===== src/common/forth_consts.svh =====
/* widths, depths and opcode field size of the byte-code Forth engine
   FORTH_SP_W must hold the value FORTH_SS_DEPTH, so it counts 0 to depth */
`ifndef FORTH_CONSTS_SVH
`define FORTH_CONSTS_SVH

// data path
`define FORTH_DSZ       32      // one data word

// code space, 1 KiB of byte code
`define FORTH_ASZ       10

// data stack below tos
`define FORTH_SS_DEPTH  16      // cells, tos not counted
`define FORTH_SP_W      5       // pointer, 0 .. depth

// instruction byte, 1 flag bit + opcode or short literal
`define FORTH_OP_W      7

`endif


===== src/common/forth_pkg.sv =====
/* shared types of the Forth engine; opcode values are fixed, byte code depends on them
   instruction bit 7 set means short literal, clear means opcode */
`default_nettype none

`include "forth_consts.svh"

package forth_pkg;

    typedef logic [`FORTH_DSZ-1:0] word_t;    // data word
    typedef logic [`FORTH_ASZ-1:0] addr_t;    // code byte address

    // byte code opcodes, eForth naming
    typedef enum logic [`FORTH_OP_W-1:0] {
        _NOP   = 7'h00,
        _DOLIT = 7'h01,     // 4 bytes follow, little endian
        _BRAN  = 7'h02,     // signed offset byte follows
        _0BRAN = 7'h03,     // pops, branches on zero
        _DUP   = 7'h04,
        _DROP  = 7'h05,
        _OVER  = 7'h06,
        _SWAP  = 7'h07,
        _ADD   = 7'h08,
        _SUB   = 7'h09,
        _MUL   = 7'h0a,
        _AND   = 7'h0b,
        _OR    = 7'h0c,
        _XOR   = 7'h0d,
        _ABS   = 7'h0e,
        _NEG   = 7'h0f,
        _ZEQ   = 7'h10,
        _ZLT   = 7'h11,
        _EQ    = 7'h12,
        _LT    = 7'h13,
        _EMIT  = 7'h14,     // pops, low byte goes out
        _BYE   = 7'h15
    } opcode_e;

    // same code byte, two readings, the flag bit decides
    typedef struct packed {
        logic    lit;       // 0 here
        opcode_e op;
    } op_form_t;

    typedef struct packed {
        logic                   lit;    // 1 here
        logic [`FORTH_OP_W-1:0] val;    // pushed zero extended
    } lit_form_t;

    typedef union packed {
        op_form_t  op_form;
        lit_form_t lit_form;
    } instr_u;

    typedef enum logic [3:0] {
        ALU_ADD, ALU_SUB, ALU_MUL, ALU_AND, ALU_OR, ALU_XOR,
        ALU_ABS, ALU_NEG, ALU_ZEQ, ALU_ZLT, ALU_EQ, ALU_LT
    } alu_op_e;

    // push+pop together means replace top cell
    typedef struct packed {
        logic  clear;       // empties stack, clears fault flags
        logic  push;
        logic  pop;
        word_t wdata;
    } stack_cmd_t;

    typedef struct packed {
        word_t                  s0;     // second item, zero when empty
        logic [`FORTH_SP_W-1:0] sp;     // cells in use
        logic                   overflow;
        logic                   underflow;
    } stack_view_t;

    typedef struct packed {
        logic  done;        // one cycle strobe
        logic  fault;       // held until next start
        word_t tos;         // held until next start
    } core_status_t;

endpackage

`default_nettype wire


===== src/eforth/eforth_alu.sv =====
/* combinational ALU, binary ops give b op a with a = tos, b = s0
   results wrap to the word width; true is all ones */
`timescale 1ns/100ps
`default_nettype none

module eforth_alu (
    input  forth_pkg::alu_op_e op,
    input  forth_pkg::word_t   a,       // tos
    input  forth_pkg::word_t   b,       // s0
    output forth_pkg::word_t   y
);

    forth_pkg::word_t neg_a;

    assign neg_a = -a;

    always_comb begin
        case (op)
            forth_pkg::ALU_ADD: y = b + a;
            forth_pkg::ALU_SUB: y = b - a;      // second minus top
            forth_pkg::ALU_MUL: y = b * a;      // low word kept
            forth_pkg::ALU_AND: y = b & a;
            forth_pkg::ALU_OR:  y = b | a;
            forth_pkg::ALU_XOR: y = b ^ a;
            // unary, b unused
            forth_pkg::ALU_ABS: y = a[$bits(a)-1] ? neg_a : a;  // min int stays
            forth_pkg::ALU_NEG: y = neg_a;
            // compares, Forth true is all ones
            forth_pkg::ALU_ZEQ: y = (a == '0) ? '1 : '0;
            forth_pkg::ALU_ZLT: y = a[$bits(a)-1] ? '1 : '0;
            forth_pkg::ALU_EQ:  y = (b == a) ? '1 : '0;
            forth_pkg::ALU_LT:  y = ($signed(b) < $signed(a)) ? '1 : '0;
            default:            y = '0;
        endcase
    end

endmodule

`default_nettype wire


===== config.mk =====
export PLATFORM = sky130hd
export DESIGN_NAME = eforth_alu
export DESIGN_NICKNAME = d
export VERILOG_FILES = /design/src/common/forth_pkg.sv /design/src/eforth/eforth_alu.sv
export VERILOG_INCLUDE_DIRS = /design/src /design/src/common
export SDC_FILE = /design/constraint.sdc
export NUM_CORES = 2
export LEC_CHECK = 0
export BUFFER_PORTS_ARGS = -buffer_cell sky130_fd_sc_hd__buf_2
export CAP_MARGIN = 20
export CORE_AREA = 8 8 297 299
export DETAILED_ROUTE_END_ITERATION = 12
export DIE_AREA = 0 0 305 307
export PLACE_DENSITY = 0.43
export SYNTH_ARGS = -nofsm -noshare
export SYNTH_HDL_FRONTEND = slang
export SYNTH_SLANG_ARGS = --single-unit

===== constraint.sdc =====
create_clock -name vclk -period 23.6
set_clock_uncertainty 0.15 [all_clocks]
set_input_delay 2.36 -clock vclk [all_inputs]
set_output_delay 2.36 -clock vclk [all_outputs]
set_load 0.1 [all_outputs]

==> results.md <==
* Max Fanout on Critical Path at 17
* Critical setup path kind: input pin to primary output
* Max-Cap Viols at 0
* Final setup fails at 0
* CP Launch Type: input pin
* Relative slew slack at 0.2768
* Core Rows at 106
* CP Capture Type: primary output
* Grt ovf at 0
* Pre-antenna DRT Iters at 6
* Seq cells at 0
* Antenna Violating Nets Remaining at 0
* Commonest non-fill, non-tap cells in the layout: 464 x inv_1, 410 x fa_1, 390 x nor2_1
* Post_cts resized at 0
* Post-route setup TNS at 0 ns
* Initial antenna violation count at 12
* Synth Instances at 2,616
* WL met3 at 7412 µm
* Total Wirelength at 94,260 µm
* Final worst-path cycle share at 0.5811
* CP arrival at 11.20 ns
* Post-CTS setup buffers at 0
* Req. time, crit path at 21.09 ns
* Synth Cell Area at 20,710 µm²
* Drt wl/cell at 25.58 µm
* Die Height at 307 µm
* Register area at 0 µm²
* Vias in the first global route at 19,660
* Via count at 18,740
* Top post-synthesis cells by area: fa_1 40%, ha_1 13%, inv_1 8.4%
* Avg Vias per Cell at 5.086
* HP Class: input pin to primary output
* DP Wirelength at 75,190 µm
* Tot GR Track Use at 0.1969
* Initial DRC Count at 1,903
* RSZ-0062 raised after global routing: false
* Slowest cell on crit path: clkinv_1
* Core footprint at 83,160 µm²
* Max-slew violations at 0
* First-pass GRT wire length at 138,200 µm
* Largest net degree at the start of global routing at 53
* Outcome: complete, no violations
* Avg Cell Area, Syn at 7.918 µm²
* Syn Nets at 3,315
* Yosys Warn Count at 0
* CP dominant cell by count: fa_1
* Final Hold Vio Count at 0
* Layout area overhead at 7.605%
* Final core utilization at 0.2680
* Final Wtd Congestion at 0.9358
* Met2 wire length at 41,480 µm
* Layout cells sized above 1 at 0.06108
* Initial Util at 0.2491
* Top cell type's share of synthesized area at 0.3963
* Worst Tran Pin Value at 1.081 ns
* I/O pin cnt at 100
* DR DRC count at 0
* Sequential-to-total area share from yosys stat at 0
* Tmin final at 13.71 ns
* Die area at 93,640 µm²
* Post-synthesis cell type count at 79
* Achievable clock frequency at 72.92 MHz
* Die width at 305 µm
* Clk_buf instances at 0
* Hold-fix buffers, CTS at 0
* DRT met1 WL at 42,440 µm
* Largest area contributor in the netlist: fa_1
* Top Layer Used: met5
* Port Buffers at 100
* Nets@finish at 3,304
* Commonest non-fill, non-tap cell in the layout: inv_1
* Largest stage delay, worst path at 0.91 ns
[cells in the mapped netlist, types with 9 or more instances]
cell type and number:
a211oi_1 20, a21o_1 20, a21oi_1 98, a221o_1 9, a221oi_1 22, a22oi_1 13, a31oi_1 15, buf_1 19
clkbuf_1 117, clkinv_1 14, fa_1 410, ha_1 221, inv_1 464, nand2_1 284, nand2b_1 11, nand3_1 18
nand4_1 14, nor2_1 391, nor3_1 21, nor4_1 10, o2111ai_1 13, o211ai_1 25, o21a_1 11, o21ai_0 58
o21ai_1 28, o21bai_1 10, or3_1 10, xnor2_1 112, xor2_1 25
[logic make-up (layout without fill, tap and decap cells)]
kind of cell	count (synthesis)	in the layout	share of synthesized area
AO/OA/AOI/OAI	399	399	0.1295
multiplexers	6	6	0.002960
other	0	2	0
buffers and inverters	630	617	0.1153
XOR/XNOR	137	137	0.05793
AND/OR/NAND/NOR	813	813	0.1645
adder cells (fa/ha/maj)	631	631	0.5297
[final timing paths]
kind,from,endpoint,slack [ns],cells after the start
max,b[5],y[28],9.89,30
min,op[1],y[0],5.33,4
[worst max-delay path, delay by kind of cell]
kind,cells,cell delay [ns]
fa+ha+maj,9,3.83
buf+inv,10,2.40
compound gates,9,1.94
simple gates,1,0.40
xor+xnor,1,0.23
[metrics by stage]
stage               hold WS (ns)  instances  instance area [µm²]  worst slack [ns]
finish                     5.326       3685                22290             9.885
global route               5.347       3683                22280             9.640
CTS                        5.304       3683                22280             10.05
detailed placement         5.302       3683                22280             10.07
global placement           5.311       3682                22260             10.10
floorplan                  5.397       2616                20710             11.10
[final cells by class]
class / instances / area, µm²
inverter: 485 / 1821
antenna: 2 / 5.005
multi-input combinational: 1986 / 18350
fill: 9078 / 60870
timing repair buffer: 132 / 760.7
tap: 1080 / 1351
[layer usage]
layer / up-vias / GRT usage
met5: - / 0
met4: 6 / 0.04711
met3: 142 / 0.02543
met2: 801 / 0.3140
met1: 9594 / 0.2815
li1: 8198 / -
Power is not shown: default switching activity piles up to over one toggle a cycle in this logic, so the estimate is an artifact.
