==> src/common/forth_consts.svh <==
/* widths, depths and opcode field size of the byte-code Forth engine
   FORTH_SP_W must hold the value FORTH_SS_DEPTH, so it counts 0 to depth */
`ifndef FORTH_CONSTS_SVH
`define FORTH_CONSTS_SVH

// data path
`define FORTH_DSZ       32      // one data word

// code space, 1 KiB of byte code
`define FORTH_ASZ       10

// data stack below tos
`define FORTH_SS_DEPTH  16      // cells, tos not counted
`define FORTH_SP_W      5       // pointer, 0 .. depth

// instruction byte, 1 flag bit + opcode or short literal
`define FORTH_OP_W      7

`endif

==> src/common/forth_pkg.sv <==
/* shared types of the Forth engine; opcode values are fixed, byte code depends on them
   instruction bit 7 set means short literal, clear means opcode */
`default_nettype none

`include "forth_consts.svh"

package forth_pkg;

    typedef logic [`FORTH_DSZ-1:0] word_t;    // data word
    typedef logic [`FORTH_ASZ-1:0] addr_t;    // code byte address

    // byte code opcodes, eForth naming
    typedef enum logic [`FORTH_OP_W-1:0] {
        _NOP   = 7'h00,
        _DOLIT = 7'h01,     // 4 bytes follow, little endian
        _BRAN  = 7'h02,     // signed offset byte follows
        _0BRAN = 7'h03,     // pops, branches on zero
        _DUP   = 7'h04,
        _DROP  = 7'h05,
        _OVER  = 7'h06,
        _SWAP  = 7'h07,
        _ADD   = 7'h08,
        _SUB   = 7'h09,
        _MUL   = 7'h0a,
        _AND   = 7'h0b,
        _OR    = 7'h0c,
        _XOR   = 7'h0d,
        _ABS   = 7'h0e,
        _NEG   = 7'h0f,
        _ZEQ   = 7'h10,
        _ZLT   = 7'h11,
        _EQ    = 7'h12,
        _LT    = 7'h13,
        _EMIT  = 7'h14,     // pops, low byte goes out
        _BYE   = 7'h15
    } opcode_e;

    // same code byte, two readings, the flag bit decides
    typedef struct packed {
        logic    lit;       // 0 here
        opcode_e op;
    } op_form_t;

    typedef struct packed {
        logic                   lit;    // 1 here
        logic [`FORTH_OP_W-1:0] val;    // pushed zero extended
    } lit_form_t;

    typedef union packed {
        op_form_t  op_form;
        lit_form_t lit_form;
    } instr_u;

    typedef enum logic [3:0] {
        ALU_ADD, ALU_SUB, ALU_MUL, ALU_AND, ALU_OR, ALU_XOR,
        ALU_ABS, ALU_NEG, ALU_ZEQ, ALU_ZLT, ALU_EQ, ALU_LT
    } alu_op_e;

    // push+pop together means replace top cell
    typedef struct packed {
        logic  clear;       // empties stack, clears fault flags
        logic  push;
        logic  pop;
        word_t wdata;
    } stack_cmd_t;

    typedef struct packed {
        word_t                  s0;     // second item, zero when empty
        logic [`FORTH_SP_W-1:0] sp;     // cells in use
        logic                   overflow;
        logic                   underflow;
    } stack_view_t;

    typedef struct packed {
        logic  done;        // one cycle strobe
        logic  fault;       // held until next start
        word_t tos;         // held until next start
    } core_status_t;

endpackage

`default_nettype wire

==> src/eforth/data_stack.sv <==
/* register array stack below tos, FORTH_SS_DEPTH cells
   a faulting command is dropped; fault flags stay set until clear or reset */
`timescale 1ns/100ps
`default_nettype none

`include "forth_consts.svh"

module data_stack (
    input  logic                   clk,
    input  logic                   rst,
    input  forth_pkg::stack_cmd_t  cmd,
    output forth_pkg::stack_view_t view
);

    localparam int IDX_W = $clog2(`FORTH_SS_DEPTH);

    forth_pkg::word_t       cells [`FORTH_SS_DEPTH];
    forth_pkg::word_t       s0;
    logic [`FORTH_SP_W-1:0] sp_q;
    logic [`FORTH_SP_W-1:0] top;        // index of s0
    logic                   ovf_q, unf_q;
    logic                   empty, full;
    logic                   do_push, do_pop, do_repl;

    assign top   = sp_q - 1'b1;
    assign empty = (sp_q == '0);
    assign full  = (sp_q == `FORTH_SP_W'(`FORTH_SS_DEPTH));

    // legal commands only
    assign do_push = cmd.push & ~cmd.pop & ~full & ~cmd.clear;
    assign do_pop  = cmd.pop & ~cmd.push & ~empty & ~cmd.clear;
    assign do_repl = cmd.push & cmd.pop & ~empty & ~cmd.clear;     // SWAP

    always_ff @(posedge clk) begin
        if (rst || cmd.clear) begin
            sp_q  <= '0;
            ovf_q <= 1'b0;
            unf_q <= 1'b0;
        end else begin
            if (do_push)
                sp_q <= sp_q + 1'b1;
            else if (do_pop)
                sp_q <= top;
            if (cmd.push && !cmd.pop && full)
                ovf_q <= 1'b1;
            if (cmd.pop && empty)       // pop or replace on nothing
                unf_q <= 1'b1;
        end
    end

    always_ff @(posedge clk) begin
        if (do_push)
            cells[sp_q[IDX_W-1:0]] <= cmd.wdata;
        else if (do_repl)
            cells[top[IDX_W-1:0]] <= cmd.wdata;
    end

    assign s0 = empty ? '0 : cells[top[IDX_W-1:0]];
    assign view = '{s0: s0, sp: sp_q, overflow: ovf_q, underflow: unf_q};

endmodule

`default_nettype wire

==> config.mk <==
export PLATFORM = sky130hd
export DESIGN_NAME = data_stack
export DESIGN_NICKNAME = d
export VERILOG_FILES = /design/src/common/forth_pkg.sv /design/src/eforth/data_stack.sv
export VERILOG_INCLUDE_DIRS = /design/src /design/src/common
export SDC_FILE = /design/constraint.sdc
export NUM_CORES = 1
export LEC_CHECK = 0
export ABC_AREA = 0
export BUFFER_PORTS_ARGS = -buffer_cell sky130_fd_sc_hd__buf_2
export CORE_MARGIN = 2
export CORE_UTILIZATION = 32
export DETAILED_ROUTE_END_ITERATION = 6
export GPL_TIMING_DRIVEN = 0
export PLACE_DENSITY = 0.52
export REMOVE_ABC_BUFFERS = 1
export SKIP_LAST_GASP = 1
export SYNTH_ARGS = -nofsm -noshare
export SYNTH_HDL_FRONTEND = slang
export SYNTH_SLANG_ARGS = --single-unit
==> constraint.sdc <==
create_clock -name clk -period 5.05 [get_ports clk]
set_clock_uncertainty 0.2 [all_clocks]
set_input_delay 0.7575 -clock clk [delete_from_list [all_inputs] [get_ports clk]]
set_output_delay 0.7575 -clock clk [all_outputs]
set_load 0.01 [all_outputs]
==> flow_summary.json, run 1 <==
{
  "gp_congestion": 0.6825,
  "grt_max_degree": 55,
  "startpoint_type": "register",
  "nNetsFinal": 1031,
  "routed_wl_microns": 43320,
  "grt.overflow.total": 0,
  "grt_usage_pct": 13.67,
  "fp-row-count": 91,
  "cts_inserted_buffers": 55,
  "clock-root-buffer": "clkbuf_16",
  "placed_cell_area_sq_um": 22040,
  "die_area_sq_um": 64800,
  "hold_buffers": 0,
  "synth.largest_area_cell": "edfxtp_1",
  "numPortBuffers": 75,
  "fin_hold_ws_ns": 0.2695,
  "synth_area_sq_um": 20090,
  "status": "finished clean",
  "power.leakage_uw": 0.007659,
  "drtAntennaViolNets": 0,
  "period_needed_ns": 4.663,
  "critical_path_class": "register to primary output",
  "start_util_pct": 32.43,
  "final-setup-viol-count": 0,
  "clock_sinks": 519,
  "worst_slew_pin_slew_ns": 1.008,
  "cts_buffer_depth": 3,
  "drtIter0Drc": 711,
  "yosysSeqAreaShare_pct": 77.23,
  "clkSlewWorstSetupHoldPaths_ns": 0.06,
  "ir_drop_v": 0.0002756,
  "finalHoldViolations": 0,
  "drt_pre_antenna_iters": 4,
  "arrival_ns": 3.71,
  "synth-edff-count": 512,
  "ys_warn_count": 0,
  "fin_area_sq_um": 23810,
  "grtUsageMet2_pct": 21.77,
  "boundaryPins": 76,
  "hold_class": "primary input to register",
  "cts_max_level": 2,
  "finalCritPeriodShare_pct": 92.33,
  "slowest_delay_ns": 0.73,
  "power_per_cell_area_nw_per_um2": 375.5,
  "syn_to_final_growth_pct": 18.52,
  "coreArea_sq_um": 61940,
  "fmax_mhz": 214.5,
  "synth_area_leaders": "edfxtp_1 77%, mux4_2 14%, mux2i_1 3.2%, o22ai_1 1.0%, dfxtp_1 0.70%",
  "dpl.hpwl_microns": 25220,
  "final_cells": 1871,
  "fin_tns_setup_ns": 0,
  "busiest_layer": "met2",
  "drc_errors": 0,
  "end_kind": "primary output",
  "ys_types": 42,
  "worstPathRequired_ns": 4.09,
  "wire_per_inst_microns": 23.15,
  "dp.cells": 1771,
  "cap_violations": 0,
  "synth_flop_cell": "edfxtp_1",
  "met3_usage_pct": 2.960,
  "rsz0062_at_grt": "no",
  "grt_util_met1_pct": 19.37,
  "num_vias": 9110,
  "grt_pass1_vias": 9636,
  "avgViaCountPerCell": 4.869,
  "cp_cell_sequence": "inv_1 > ha_1 > xor2_4 > buf_12 > buf_16 > mux2i_1 > o22ai_1 > buf_2",
  "crit_slowest_cell": "xor2_4",
  "syn_area_per_cell_sq_um": 22.70,
  "drive_above_1_share_pct": 32.30,
  "slew_headroom_pct": 32.49,
  "antenna_found_initial": 2,
  "grt_pass1_wl_microns": 64220,
  "syn_inst": 885,
  "synth_top_area_share_pct": 76.54,
  "post_cts_buffers": 0,
  "dieWidth_microns": 254.6,
  "synthArstFlopShare_pct": 0,
  "cts_tree": "yes",
  "clk_latency_ns": 0.59,
  "cts_resized": 0,
  "diodes": 0,
  "slew_viol_final": 0,
  "synth-seq-cells": 519,
  "fill_cells": 5577,
  "crit_fanout": 27,
  "crit_buf_inv": 4,
  "critical_path.top_delay_family": "buffers and inverters",
  "dieHeight_microns": 254.6
}
-- synthesized netlist by cell type, types with 2 or more instances --
master / n
mux2i_1: 64
clkbuf_1: 18
mux4_2: 128
nand3_1: 2
buf_1: 3
o22ai_1: 32
a21oi_1: 5
buf_4: 4
inv_1: 5
nand2_1: 4
buf_6: 3
nand4_1: 3
ha_1: 3
nor2_1: 20
a2111oi_0: 2
edfxtp_1: 512
nor3b_1: 6
a31oi_1: 3
nor4b_1: 3
nor3_1: 6
buf_2: 26
dfxtp_1: 7
xnor2_1: 2
o22a_1: 2
a31oi_2: 4
a311oi_1: 2
-- power by group --
group / switching (uW) / internal [uW]
logic: 147 / 96.8
clock network: 1600 / 2350
registers: 5.32 / 4740
total: 1750 / 7190
-- metrics by stage --
| stage | power (uW) | setup WS [ns] | utilization, % |
|---|---|---|---|
| after floorplan | 4982 | -6.677 | - |
| after global placement | 5108 | -14.23 | 34.29 |
| after detailed placement | 5089 | 0.9016 | 35.59 |
| after CTS | 9049 | 0.2438 | 38.44 |
| after global routing | 9230 | 0.1347 | 38.44 |
| final | 8939 | 0.3875 | 38.44 |
-- kinds of logic after synthesis --
logic type / Yosys count / share of synthesized area, %
simple gates: 54 / 1.507
buf+inv: 59 / 1.451
mux: 192 / 17.54
flops: 519 / 77.23
compound gates: 54 / 1.869
fa+ha+maj: 3 / 0.1869
xor+xnor: 4 / 0.2118
-- routing by layer --
metal | wire (microns) | part of all wire, %
met5 | 30 | 0.069
met4 | 681 | 1.6
met3 | 2064 | 4.8
met2 | 20630 | 48
met1 | 19920 | 46
-- cell usage in the layout (no fill, tap or decap), drive strengths merged, types with 2 or more instances in the layout --
master	synthesis	layout
nand3	2	2
nor3b	6	6
clkbuf	18	67
nand4	3	3
a31oi	7	7
a21oi	5	5
inv	5	6
bufinv	0	6
ha	3	3
nand2	4	4
clkinv	0	25
nor4b	3	3
nor3	6	6
a311oi	2	2
buf	36	103
nor2	20	20
mux2i	64	64
and3	2	2
edfxtp	512	512
xor2	2	2
mux4	128	128
dfxtp	7	7
xnor2	2	2
a2111oi	2	2
o22a	2	2
o22ai	32	32
-- state kept, by name, summed over array words and instances, names as in the netlist --
register	flops
ovf_q	1
unf_q	1
sp_q	5
cells	512
-- worst paths after layout --
path,cells after the start,slack [ns],startpoint,end
worst max-delay path,8,0.39,sp_q[0]$_SDFFE_PP0P_,view[22]
worst min-delay path,3,0.27,cmd[32],unf_q$_SDFFE_PP0P_
worst max register to register,6,1.15,sp_q[0]$_SDFFE_PP0P_,cells[2][19]$_DFFE_PP_
worst min register to register,2,0.28,ovf_q$_SDFFE_PP0P_,ovf_q$_SDFFE_PP0P_
-- final cells by class --
cell class              instances  area, sq um  share of cell area (%)
multi-input cells             307         4431                   18.61
well taps                     837         1047                   4.399
repair buffers                103         1026                   4.309
inverters                       5        18.77                 0.07883
clock buffers                  67         1464                   6.149
clock inverters                33        302.8                   1.272
flip-flops and latches        519        15520                   65.18
-- worst min-delay path, delay by kind of cell --
kind	cells	cell delay, ns
simple gates	1	0.08
buf+inv	1	0.13
compound gates	1	0.07
Note: power is estimated with default switching activity, not from simulation.
==> run 2, diff against run 1 <==
ABC_AREA = 1   (was 0)
PLACE_DENSITY = 0.59   (was 0.52)
==> run 2 against run 1 <==
Net effect: the flow now finishes with violations (design-rule violations); via count up 52%; final cell count grew 46%; worst setup slack worse by 0.24 ns; critical path depth rose by 6; synthesized area grew 5.3%; die area up 5.2%; largest cell class unchanged.
==> flow_summary.json, run 2 <==
{
  "grt_pass1_wl_microns": 81230,
  "fin_tns_setup_ns": 0,
  "syn_inst": 1769,
  "synth_compound_area_share_pct": 2.497,
  "num_vias": 13810,
  "period_needed_ns": 4.898,
  "synth-edff-count": 512,
  "dieHeight_microns": 261.1,
  "grt.overflow.total": 0,
  "violations": "design-rule violations",
  "yosysSeqAreaShare_pct": 73.36,
  "boundaryPins": 76,
  "dpl.hpwl_microns": 27250,
  "fin_area_sq_um": 24660,
  "ys_warn_count": 0,
  "fin_hold_ws_ns": 0.2667,
  "hold_buffers": 0,
  "cts_max_level": 2,
  "grt_pass1_vias": 13180,
  "crit_fanout": 66,
  "startpoint_type": "register",
  "worst_slew_pin_slew_ns": 1.162,
  "synth-seq-cells": 519,
  "cts_inserted_buffers": 54,
  "cts_tree": "yes",
  "coreArea_sq_um": 65630,
  "drtIter0Drc": 1262,
  "die_area_sq_um": 68160,
  "slowest_delay_ns": 0.43,
  "status": "finished, violations left",
  "clkSlewWorstSetupHoldPaths_ns": 0.06,
  "crit_slowest_cell": "ha_4",
  "fp-row-count": 94,
  "drc_errors": 5,
  "drt_pre_antenna_iters": 7,
  "clock-root-buffer": "clkbuf_16",
  "syn_area_per_cell_sq_um": 11.96,
  "finalCritPeriodShare_pct": 97.00,
  "finalHoldViolations": 0,
  "cp_cell_sequence": "buf_16 > buf_16 > clkinv_16 > ha_4 > buf_16 > buf_16 > inv_12 > bufbuf_16 > nand3_1 > nand3_1 > nand3_1 > nand2_1 > nor2_1 > buf_2",
  "netlist_top_cells_count": "574 x nand2_1, 512 x edfxtp_1, 366 x nand3_1",
  "crit_path_frequent_cell": "buf_16",
  "final_common_cell": "nand2_1",
  "grt_usage_pct": 15.85,
  "final-setup-viol-count": 0,
  "wire_per_inst_microns": 20.22,
  "synth_flop_cell": "edfxtp_1",
  "cts_buffer_depth": 3,
  "power.leakage_uw": 0.008609,
  "synth_xor_area_share_pct": 0.2071,
  "arrival_ns": 3.94,
  "synth_area_leaders": "edfxtp_1 73%, nand2_1 10%, nand3_1 8.7%, a21oi_1 2.2%, buf_2 1.3%",
  "critical_path_class": "register to primary output",
  "clk_latency_ns": 0.60,
  "antenna_found_initial": 1,
  "synth_fa_ha_area_share_pct": 0.1775,
  "synth_top_area_share_pct": 72.70,
  "numPortBuffers": 75,
  "dieWidth_microns": 261.1,
  "synthArstFlopShare_pct": 0,
  "cap_violations": 0,
  "muxShareOfSynthArea_pct": 0,
  "slew_viol_final": 0,
  "largest_reg_flops": 512,
  "slew_headroom_pct": 22.55,
  "synth_top_family_by_area": "simple AND/OR/NAND/NOR gates",
  "end_kind": "primary output",
  "layout_common_cells": "573 x nand2_1, 512 x edfxtp_1, 366 x nand3_1",
  "diodes": 0,
  "placed_cell_area_sq_um": 22720,
  "avgViaCountPerCell": 5.059,
  "layout_setup_ws_ns": 0.1515,
  "start_util_pct": 32.23,
  "rsz0062_at_grt": "yes",
  "grt_max_degree": 132,
  "fmax_mhz": 204.1,
  "fill_cells": 6240,
  "drtAntennaViolNets": 0,
  "synth.largest_area_cell": "edfxtp_1",
  "drive_above_1_share_pct": 12.22,
  "syn_to_final_growth_pct": 16.62,
  "hold_class": "register to register",
  "ir_drop_v": 0.0002347,
  "power_per_cell_area_nw_per_um2": 366.3,
  "ff2ff_setup_slack_ns": 0.55,
  "clock_sinks": 519,
  "synth_most_common_cell": "nand2_1",
  "gp_congestion": 0.7106,
  "routed_wl_microns": 55190,
  "nNetsFinal": 1866,
  "synth_area_sq_um": 21150,
  "yosys.area_share.simple_pct": 20.42,
  "worstPathRequired_ns": 4.09,
  "ys_types": 29,
  "dpl_worst_slack_ns": -1.535
}
[run 2: changes by cell type in the layout (fill, tap and decap cells not counted), moves of 4 or more]
cell / delta
a21oi_1: +88
a31oi_2: -4
bufbuf_16: +4
inv_1: +5
mux2i_1: -64
mux4_2: -128
nand2_1: +571
nand2_2: +5
nand3_1: +364
nor2_1: +35
nor3_1: -5
nor3b_1: -6
o22ai_1: -32
xor2_1: +4
[run 2: final timing paths]
| kind | depth (start not counted) | from | endpoint |
|---|---|---|---|
| hold reg to reg | 2 | ovf_q$_SDFFE_PP0P_ | ovf_q$_SDFFE_PP0P_ |
| hold / removal | 2 | ovf_q$_SDFFE_PP0P_ | ovf_q$_SDFFE_PP0P_ |
| setup reg to reg | 12 | sp_q[0]$_SDFFE_PP0P_ | cells[6][7]$_DFFE_PP_ |
| setup / recovery | 14 | sp_q[0]$_SDFFE_PP0P_ | view[29] |
[run 2: worst max-delay path: cells and delay by family (launching register included)]
kind	cells	cell delay [ns]
buffers and inverters	8	1.85
AND/OR/NAND/NOR	5	0.53
adder cells (fa/ha/maj)	1	0.43
flip-flops	1	0.40
[run 2: timing repair]
action                     in CTS  in global routing
cloned                          5                  2
setup endpoints to repair     537                 31
pin swaps                       1                  0
setup buffers                   6                  0
resized for setup               6                  5
[run 2: cell families after synthesis]
family          count (synthesis)
buf+inv                       128
simple gates                 1011
fa+ha+maj                       3
xor+xnor                        5
compound gates                103
flops                         519
[run 2: area by class of cell]
cell class	instances	area, sq um	area share, %
Timing Repair inverter	2	20.02	0.08117
Tap cell	864	1081	4.383
Timing Repair Buffer	110	1180	4.784
Sequential cell	519	15520	62.92
Inverter	17	107.6	0.4363
Multi-Input combinational cell	1122	5097	20.67
Clock buffer	66	1418	5.748
Clock inverter	30	241.5	0.9791
[run 2: stage by stage]
step	util [%]	total power, uW	instances
final	37.58	9034	2730
after global routing	37.58	9302	2730
after CTS	37.50	9088	2728
after detailed placement	34.62	5307	2622
after global placement	33.48	5312	2597
after floorplan	-	5106	1658
[run 2: power by group]
| group | total [uW] | internal (uW) | switching (uW) | leakage (uW) |
|---|---|---|---|---|
| Sequential | 4760 | 4750 | 5.81 | 0.00466 |
| Clock | 3780 | 2140 | 1640 | 0.000810 |
| Combinational | 495 | 142 | 353 | 0.00313 |
[run 2: metal layers]
metal / vias up / wire length, microns / track usage [%] / share of wire (%)
met5: - / 0 / 0 / 0
met2: 527 / 25710 / 25.49 / 47
met3: 102 / 4100 / 2.739 / 7.4
met1: 6817 / 24050 / 21.98 / 44
li1: 6366 / - / - / -
met4: 0 / 1328 / 4.893 / 2.4
