File: src/common/forth_consts.svh
/* widths, depths and opcode field size of the byte-code Forth engine
   FORTH_SP_W must hold the value FORTH_SS_DEPTH, so it counts 0 to depth */
`ifndef FORTH_CONSTS_SVH
`define FORTH_CONSTS_SVH

// data path
`define FORTH_DSZ       32      // one data word

// code space, 1 KiB of byte code
`define FORTH_ASZ       10

// data stack below tos
`define FORTH_SS_DEPTH  16      // cells, tos not counted
`define FORTH_SP_W      5       // pointer, 0 .. depth

// instruction byte, 1 flag bit + opcode or short literal
`define FORTH_OP_W      7

`endif

File: src/common/forth_pkg.sv
/* shared types of the Forth engine; opcode values are fixed, byte code depends on them
   instruction bit 7 set means short literal, clear means opcode */
`default_nettype none

`include "forth_consts.svh"

package forth_pkg;

    typedef logic [`FORTH_DSZ-1:0] word_t;    // data word
    typedef logic [`FORTH_ASZ-1:0] addr_t;    // code byte address

    // byte code opcodes, eForth naming
    typedef enum logic [`FORTH_OP_W-1:0] {
        _NOP   = 7'h00,
        _DOLIT = 7'h01,     // 4 bytes follow, little endian
        _BRAN  = 7'h02,     // signed offset byte follows
        _0BRAN = 7'h03,     // pops, branches on zero
        _DUP   = 7'h04,
        _DROP  = 7'h05,
        _OVER  = 7'h06,
        _SWAP  = 7'h07,
        _ADD   = 7'h08,
        _SUB   = 7'h09,
        _MUL   = 7'h0a,
        _AND   = 7'h0b,
        _OR    = 7'h0c,
        _XOR   = 7'h0d,
        _ABS   = 7'h0e,
        _NEG   = 7'h0f,
        _ZEQ   = 7'h10,
        _ZLT   = 7'h11,
        _EQ    = 7'h12,
        _LT    = 7'h13,
        _EMIT  = 7'h14,     // pops, low byte goes out
        _BYE   = 7'h15
    } opcode_e;

    // same code byte, two readings, the flag bit decides
    typedef struct packed {
        logic    lit;       // 0 here
        opcode_e op;
    } op_form_t;

    typedef struct packed {
        logic                   lit;    // 1 here
        logic [`FORTH_OP_W-1:0] val;    // pushed zero extended
    } lit_form_t;

    typedef union packed {
        op_form_t  op_form;
        lit_form_t lit_form;
    } instr_u;

    typedef enum logic [3:0] {
        ALU_ADD, ALU_SUB, ALU_MUL, ALU_AND, ALU_OR, ALU_XOR,
        ALU_ABS, ALU_NEG, ALU_ZEQ, ALU_ZLT, ALU_EQ, ALU_LT
    } alu_op_e;

    // push+pop together means replace top cell
    typedef struct packed {
        logic  clear;       // empties stack, clears fault flags
        logic  push;
        logic  pop;
        word_t wdata;
    } stack_cmd_t;

    typedef struct packed {
        word_t                  s0;     // second item, zero when empty
        logic [`FORTH_SP_W-1:0] sp;     // cells in use
        logic                   overflow;
        logic                   underflow;
    } stack_view_t;

    typedef struct packed {
        logic  done;        // one cycle strobe
        logic  fault;       // held until next start
        word_t tos;         // held until next start
    } core_status_t;

endpackage

`default_nettype wire

File: src/eforth/eforth_ctrl.sv
/* inner interpreter FSM, one fetch and one execute cycle per instruction
   stack faults end the run with done and fault set, tos keeps its last good value
   OVER on an empty stack reads s0 as zero; unknown opcodes act as NOP */
`timescale 1ns/100ps
`default_nettype none

`include "forth_consts.svh"

module eforth_ctrl (
    input  logic                    clk,
    input  logic                    rst,
    input  logic                    start,
    input  forth_pkg::addr_t        pfa,
    output forth_pkg::addr_t        mem_raddr,
    input  logic [7:0]              mem_rdata,
    output forth_pkg::stack_cmd_t   stk_cmd,
    input  forth_pkg::stack_view_t  stk,
    output forth_pkg::alu_op_e      alu_op,
    input  forth_pkg::word_t        alu_y,
    output forth_pkg::word_t        tos,
    output logic                    busy,
    output forth_pkg::core_status_t status,
    output logic                    emit_valid,
    output logic [7:0]              emit_char
);

    typedef enum logic [2:0] {
        ST_IDLE, ST_FETCH, ST_EXEC, ST_LIT_BYTE, ST_BRANCH_OFF, ST_FINISH
    } state_e;

    state_e                 st_q, st_n;
    forth_pkg::addr_t       ip_q, ip_n;         // instruction pointer
    forth_pkg::word_t       tos_q, tos_n;       // top of stack register
    logic [`FORTH_DSZ-9:0]  lit_q, lit_n;       // DOLIT bytes 0..2
    logic [1:0]             cnt_q, cnt_n;       // DOLIT byte count
    logic                   br_take_q, br_take_n;
    logic                   fault_q, fault_n;
    logic                   emit_n;
    logic                   stk_fault;          // flag from stack, sticky
    logic                   bad_cmd;            // this cycle's command would fault
    forth_pkg::instr_u      ins;

    // opcode to ALU function, only looked at in exec
    function automatic forth_pkg::alu_op_e alu_sel(input forth_pkg::opcode_e op);
        case (op)
            forth_pkg::_SUB: return forth_pkg::ALU_SUB;
            forth_pkg::_MUL: return forth_pkg::ALU_MUL;
            forth_pkg::_AND: return forth_pkg::ALU_AND;
            forth_pkg::_OR:  return forth_pkg::ALU_OR;
            forth_pkg::_XOR: return forth_pkg::ALU_XOR;
            forth_pkg::_ABS: return forth_pkg::ALU_ABS;
            forth_pkg::_NEG: return forth_pkg::ALU_NEG;
            forth_pkg::_ZEQ: return forth_pkg::ALU_ZEQ;
            forth_pkg::_ZLT: return forth_pkg::ALU_ZLT;
            forth_pkg::_EQ:  return forth_pkg::ALU_EQ;
            forth_pkg::_LT:  return forth_pkg::ALU_LT;
            default:         return forth_pkg::ALU_ADD;
        endcase
    endfunction

    assign mem_raddr = ip_q;            // rdata lands one cycle later
    assign tos       = tos_q;
    assign busy      = (st_q != ST_IDLE);
    assign status    = '{done: (st_q == ST_FINISH), fault: fault_q, tos: tos_q};

    always_comb begin
        ins       = mem_rdata;
        stk_fault = stk.overflow | stk.underflow;
        alu_op    = alu_sel(ins.op_form.op);
        st_n      = st_q;
        ip_n      = ip_q;
        tos_n     = tos_q;
        lit_n     = lit_q;
        cnt_n     = cnt_q;
        br_take_n = br_take_q;
        fault_n   = fault_q;
        emit_n    = 1'b0;
        stk_cmd   = '{clear: 1'b0, push: 1'b0, pop: 1'b0, wdata: tos_q};

        case (st_q)
            ST_IDLE: begin
                if (start) begin
                    st_n          = ST_FETCH;
                    ip_n          = pfa;
                    tos_n         = '0;
                    fault_n       = 1'b0;
                    stk_cmd.clear = 1'b1;   // fresh stack per run
                end
            end
            ST_FETCH: begin
                st_n = ST_EXEC;
                ip_n = ip_q + 1'b1;
            end
            ST_EXEC: begin
                st_n = ST_FETCH;
                if (ins.lit_form.lit) begin         // short literal
                    stk_cmd.push = 1'b1;
                    tos_n = {{(`FORTH_DSZ-`FORTH_OP_W){1'b0}}, ins.lit_form.val};
                end else begin
                    case (ins.op_form.op)
                        forth_pkg::_DOLIT: begin
                            st_n  = ST_LIT_BYTE;
                            cnt_n = 2'd0;
                            ip_n  = ip_q + 1'b1;    // byte 0 already on the way
                        end
                        forth_pkg::_BRAN: begin
                            st_n      = ST_BRANCH_OFF;
                            br_take_n = 1'b1;
                            ip_n      = ip_q + 1'b1;
                        end
                        forth_pkg::_0BRAN: begin
                            st_n        = ST_BRANCH_OFF;
                            br_take_n   = (tos_q == '0);
                            stk_cmd.pop = 1'b1;
                            tos_n       = stk.s0;
                            ip_n        = ip_q + 1'b1;
                        end
                        forth_pkg::_DUP:  stk_cmd.push = 1'b1;
                        forth_pkg::_DROP: begin
                            stk_cmd.pop = 1'b1;
                            tos_n       = stk.s0;
                        end
                        forth_pkg::_OVER: begin
                            stk_cmd.push = 1'b1;
                            tos_n        = stk.s0;
                        end
                        forth_pkg::_SWAP: begin             // replace s0 with old tos
                            stk_cmd.push = 1'b1;
                            stk_cmd.pop  = 1'b1;
                            tos_n        = stk.s0;
                        end
                        forth_pkg::_ADD, forth_pkg::_SUB, forth_pkg::_MUL,
                        forth_pkg::_AND, forth_pkg::_OR, forth_pkg::_XOR,
                        forth_pkg::_EQ, forth_pkg::_LT: begin
                            stk_cmd.pop = 1'b1;             // s0 consumed
                            tos_n       = alu_y;
                        end
                        forth_pkg::_ABS, forth_pkg::_NEG,
                        forth_pkg::_ZEQ, forth_pkg::_ZLT: tos_n = alu_y;
                        forth_pkg::_EMIT: begin
                            emit_n      = 1'b1;
                            stk_cmd.pop = 1'b1;
                            tos_n       = stk.s0;
                        end
                        forth_pkg::_BYE: st_n = ST_FINISH;
                        default: ;                          // NOP
                    endcase
                end
            end
            ST_LIT_BYTE: begin
                if (cnt_q == 2'd3) begin                    // last byte, push
                    st_n         = ST_FETCH;
                    stk_cmd.push = 1'b1;
                    tos_n        = {mem_rdata, lit_q};
                end else begin
                    lit_n = {mem_rdata, lit_q[`FORTH_DSZ-9:8]};
                    cnt_n = cnt_q + 1'b1;
                    ip_n  = ip_q + 1'b1;
                end
            end
            ST_BRANCH_OFF: begin
                st_n = ST_FETCH;
                if (br_take_q)      // offset counts from byte after it
                    ip_n = ip_q + {{(`FORTH_ASZ-8){mem_rdata[7]}}, mem_rdata};
            end
            default: st_n = ST_IDLE;                        // finish
        endcase

        // stack refused a command last edge, wrap up
        if (stk_fault && st_q != ST_IDLE && st_q != ST_FINISH) begin
            st_n    = ST_FINISH;
            fault_n = 1'b1;
        end

        // faulting command leaves tos and output alone
        bad_cmd = (stk_cmd.pop && stk.sp == '0) ||
                  (stk_cmd.push && !stk_cmd.pop &&
                   stk.sp == `FORTH_SP_W'(`FORTH_SS_DEPTH));
        if (bad_cmd) begin
            tos_n  = tos_q;
            emit_n = 1'b0;
        end
    end

    always_ff @(posedge clk) begin
        if (rst) begin
            st_q       <= ST_IDLE;
            ip_q       <= '0;
            tos_q      <= '0;
            cnt_q      <= 2'd0;
            br_take_q  <= 1'b0;
            fault_q    <= 1'b0;
            emit_valid <= 1'b0;
        end else begin
            st_q       <= st_n;
            ip_q       <= ip_n;
            tos_q      <= tos_n;
            cnt_q      <= cnt_n;
            br_take_q  <= br_take_n;
            fault_q    <= fault_n;
            emit_valid <= emit_n;   // one cycle strobe
        end
    end

    always_ff @(posedge clk) begin
        lit_q <= lit_n;
        if (emit_n)
            emit_char <= tos_q[7:0];
    end

endmodule

`default_nettype wire

File: config.mk
export PLATFORM = sky130hd
export DESIGN_NAME = eforth_ctrl
export DESIGN_NICKNAME = d
export VERILOG_FILES = /design/src/common/forth_pkg.sv /design/src/eforth/eforth_ctrl.sv
export VERILOG_INCLUDE_DIRS = /design/src /design/src/common
export SDC_FILE = /design/constraint.sdc
export NUM_CORES = 1
export LEC_CHECK = 0
export ABC_AREA = 1
export BUFFER_PORTS_ARGS = -buffer_cell sky130_fd_sc_hd__buf_2
export CAP_MARGIN = 30
export CELL_PAD_IN_SITES_DETAIL_PLACEMENT = 0
export CELL_PAD_IN_SITES_GLOBAL_PLACEMENT = 1
export CORE_MARGIN = 3
export CORE_UTILIZATION = 37
export CTS_CLUSTER_SIZE = 30
export DETAILED_ROUTE_END_ITERATION = 10
export GPL_ROUTABILITY_DRIVEN = 0
export GPL_TIMING_DRIVEN = 0
export PLACE_DENSITY = 0.95
export SLEW_MARGIN = 15
export SYNTH_ARGS = -nofsm -noshare
export SYNTH_HDL_FRONTEND = slang
export SYNTH_SLANG_ARGS = --single-unit
File: constraint.sdc
create_clock -name clk -period 4.53 [get_ports clk]
set_clock_uncertainty 0.2 [all_clocks]
set_input_delay 0.453 -clock clk [delete_from_list [all_inputs] [get_ports clk]]
set_output_delay 0.453 -clock clk [all_outputs]
set_load 0.02 [all_outputs]
==> results.txt <==
The data required time at the worst endpoint is 4.34 ns, and the area share of xor/xnor cells in the synthesized design is 0.791%. For the number of warnings printed during yosys synthesis, the log shows 0. From synthesis to final layout, the design area changed by 29.6%. The critical register-to-register path startpoint is st_q[2]$_SDFFE_PP0P_. The path class of the lowest-slack min-delay path is input pin to register. The synthesis-stage register bit count works out to 82. Setup repair after global routing left no endpoint under its margin. The run gives 0 as the remaining antenna violation count. The tools report the count of mapped cells out of synthesis as 792. In this run the critical register-to-register path is captured at emit_char[6]$_DFFE_PP_.

After synthesis, the share of cell area in mux cells is 0%. In the layout the commonest cells are sky130_fd_sc_hd__buf_2, sky130_fd_sc_hd__nand2_1, sky130_fd_sc_hd__nor2_1. The register clock-pin slew on the reported worst setup and hold paths is 0.06 ns. The global-route wire length before repair was 26.6 mm. The setup TNS after final layout is 0 ns, and the standard-cell row count is 44. The maximum number of pins on one net before global-route repair was 17; the number of setup buffers added after CTS was 0.

The hold path startpoint was mem_rdata[6]. Sequential cells burn 30.6% of the power. The pre-antenna-repair detailed-routing pass consisted of 6 iterations. The floorplan step defined a die boundary enclosing 16500 um^2. In the final routed layout, each cell accounts on average for 14.4 um.

The clock network accounts for 22.5% of the total power. Using the TritonRoute via totals, the vias-per-cell ratio works out to 4.73. For the max-slew violation count, the log shows 0. The logs give 5182 for the via count of the first global-routing pass and 5717 for the via count. TritonCTS built the clock tree. Hold timing on the final database bottoms out at a slack of 0.157 ns. The number of antenna diodes in the final layout is 0. The share of flip-flops with an asynchronous set or reset after synthesis came out at 0%. The synthesized netlist devotes 30.1% of its cell area to simple gates. The most common cell after layout, fill and taps aside was sky130_fd_sc_hd__buf_2. The number of synthesized flops with an enable pin works out to 32. The analysis attributes to net switching a power of 1.37 mW. The mapped cell area is 5530 um^2. Gates resized during post-CTS repair numbered 0. In the final layout, the share of cells above drive strength 1 is 35.0%. The initial antenna violation count is 0. Port buffering added 215 buffers. The run gives 1122 as the count of nets after finishing. The tools report the cell chosen for the clock root as sky130_fd_sc_hd__clkbuf_16. The highest clock rate was 373 MHz; the maximum number of buffers from clock root to sink was 2. In this run, CTS created clock tree buffers numbering 9.

The combinational family with the most area after synthesis is simple AND/OR/NAND/NOR gates. In this run the static leakage power is 3.72 nW. Data on the critical path arrives at its endpoint at 2.49 ns. VDD sags by at most 0.209 mV. The placement-stage cell area was 6860 um^2; the setup-violating endpoint count in the final report was 0. After routing the design area is 7170 um^2. A synthesized cell averages 6.99 um^2. For the global routing usage summed across all routing layers, the log shows 20.5%.

The number of hold-slack violations in the final timing report is 0. The setup path with the least slack is of type input pin to register. The aggregate routed wire length came out at 17.4 mm. The measured slew at the worst slew-check pin is 0.594 ns, and the switching portion of total power is 40.3%. In the synthesized netlist the dominant register cell turns out to be sky130_fd_sc_hd__dfxtp_1. The logs give 13.9 mm for the detailed placement HPWL and 1.87 ns for the register-to-register setup slack.

First-iteration detailed-routing DRC count: 416. During I/O placement, the number of pins put on the boundary was 217. The tools report the termination of the worst setup path as emit_char[6]$_DFFE_PP_. The logs give 3 for the H-tree depth and 0 for the final global-route overflow total. The remaining routing DRC violations was 0; the power per standard cell area was 474 nW/um^2.

The post-layout utilization of the core is 49.2%, and the die width is 128 um. The logs give 895 for the number of nets produced by synthesis and 37.9% for the initial cell density of the core. The tools report the number of distinct standard cells referenced by the synthesized netlist as 37.

The number of max-cap violations was 0. After layout, the worst path uses 59.2% of the clock period. The die is 128 um tall.

The run finished with clean final reports. Sort of element at the end of the critical path: a register. The most critical setup path has its startpoint at mem_rdata[4].

The worst pin sits at a relative slew slack of 60.4%. The minimum clock period after layout works out to 2.68 ns. The total area inside the core boundary comes to 14600 um^2. The sequential share of the synthesized area is 35.5%, and the internal cell power is 2.03 mW.

The worst setup path is launched from an input pin. The combinational cell fraction of total power is 46.8%, and the arithmetic-cell share of the synthesized area counting full adders, half adders and majority gates is 2.62%. The count of cells along the worst register-to-register path works out to 13. CTS saw 82 sinks. The synthesized netlist devotes 10.9% of its cell area to compound gates. The number of hold buffers added after CTS is 0, and the maximum fanout along the worst path is 10. For the latest clock arrival within the worst-skew pair, the log shows 0.34 ns.
## critical path: stages
cell and delay (ns):
sky130_fd_sc_hd__buf_2 0.16, sky130_fd_sc_hd__inv_1 0.20, sky130_fd_sc_hd__nand2_1 0.14, sky130_fd_sc_hd__nor2_1 0.17, sky130_fd_sc_hd__nand2_1 0.07, sky130_fd_sc_hd__nand2_1 0.06
sky130_fd_sc_hd__nor2_1 0.04, sky130_fd_sc_hd__nand2_1 0.07, sky130_fd_sc_hd__nand3_1 0.11, sky130_fd_sc_hd__nand3_4 0.15, sky130_fd_sc_hd__buf_2 0.26, sky130_fd_sc_hd__nand3_1 0.26
sky130_fd_sc_hd__inv_1 0.34
## power groups by stage
stage	combinational [mW]	clock, mW	sequential [mW]
2_1_floorplan	1.03	0	1.15
3_3_place_gp	1.58	0	1.06
3_5_place_dp	1.60	0	1.06
4_1_cts	1.60	0.777	1.04
5_1_grt	1.76	0.808	1.07
6_report	1.59	0.766	1.04
## routing by layer
| layer | global-route usage, % | routed length [um] | up-vias |
|---|---|---|---|
| li1 | - | - | 2913 |
| met1 | 25.6 | 7200 | 2548 |
| met2 | 35.6 | 8520 | 236 |
| met3 | 4.83 | 1430 | 20 |
| met4 | 5.18 | 236 | 0 |
| met5 | 0 | 0 | - |
## cells by family (layout without fill, tap and decap cells)
kind of cell	count (synthesis)	in the layout
compound gates	115	115
xor+xnor	5	5
fa+ha+maj	11	11
buf+inv	204	436
flops	82	82
simple gates	375	375
## cells in the mapped netlist (2+ instances only)
library cell	n	share of area, %
sky130_fd_sc_hd__buf_4	70	9.5
sky130_fd_sc_hd__nand2_2	5	0.57
sky130_fd_sc_hd__nand2_1	182	12
sky130_fd_sc_hd__o21ai_1	25	2.3
sky130_fd_sc_hd__dfxtp_1	50	18
sky130_fd_sc_hd__nor2_4	2	0.41
sky130_fd_sc_hd__clkbuf_1	5	0.34
sky130_fd_sc_hd__inv_2	10	0.68
sky130_fd_sc_hd__buf_1	5	0.34
sky130_fd_sc_hd__edfxtp_1	32	17
sky130_fd_sc_hd__a21oi_1	55	5.0
sky130_fd_sc_hd__nand3_2	10	1.8
sky130_fd_sc_hd__nor3_1	7	0.63
sky130_fd_sc_hd__ha_1	10	2.3
sky130_fd_sc_hd__xor2_1	4	0.63
sky130_fd_sc_hd__nor2_1	99	6.7
sky130_fd_sc_hd__inv_1	95	6.4
sky130_fd_sc_hd__nand4_1	7	0.79
sky130_fd_sc_hd__or2_2	2	0.23
sky130_fd_sc_hd__nand3_1	43	3.9
sky130_fd_sc_hd__buf_6	10	2.0
sky130_fd_sc_hd__o21ai_0	22	2.0
sky130_fd_sc_hd__o21bai_1	5	0.68
sky130_fd_sc_hd__nor4_1	9	1.0
sky130_fd_sc_hd__nor2_2	5	0.57
sky130_fd_sc_hd__a31oi_1	4	0.45
sky130_fd_sc_hd__o21ai_2	2	0.32
sky130_fd_sc_hd__buf_2	8	0.72
## registers in the layout, indices dropped and copies added (netlist names)
register,cells
emit_valid,1
emit_char,8
cnt_q,2
st_q,3
tos,32
br_take_q,1
mem_raddr,10
lit_q,24
fault_q,1
## area by class of cell
cell class | instances | area (um^2)
Multi-Input combinational cell | 506 | 2460
Clock inverter | 4 | 58.8
Buffer | 98 | 716
Inverter | 106 | 398
Tap cell | 184 | 230
Fill cell | 1458 | 7420
Timing Repair Buffer | 216 | 1090
Clock buffer | 12 | 256
Sequential cell | 82 | 1960
## stage by stage
stage                     setup WS, ns  power [mW]  std cells
after detailed placement          1.58        2.65       1192
after global placement            1.58        2.63       1191
after global routing              1.75        3.64       1208
after CTS                         1.92        3.42       1208
after floorplan                   2.07        2.18        792
final                             1.85        3.40       1208
## how the worst min path moves through the flow
stage                                to  depth (start not counted)
finish              lit_q[22]$_DFFE_PP_                          1
global route        lit_q[21]$_DFFE_PP_                          1
CTS                 lit_q[22]$_DFFE_PP_                          1
detailed placement   lit_q[1]$_DFFE_PP_                          0
global placement     lit_q[8]$_DFFE_PP_                          0
floorplan            lit_q[0]$_DFFE_PP_                          0
No activity file was read; power rests on OpenSTA's default activity.
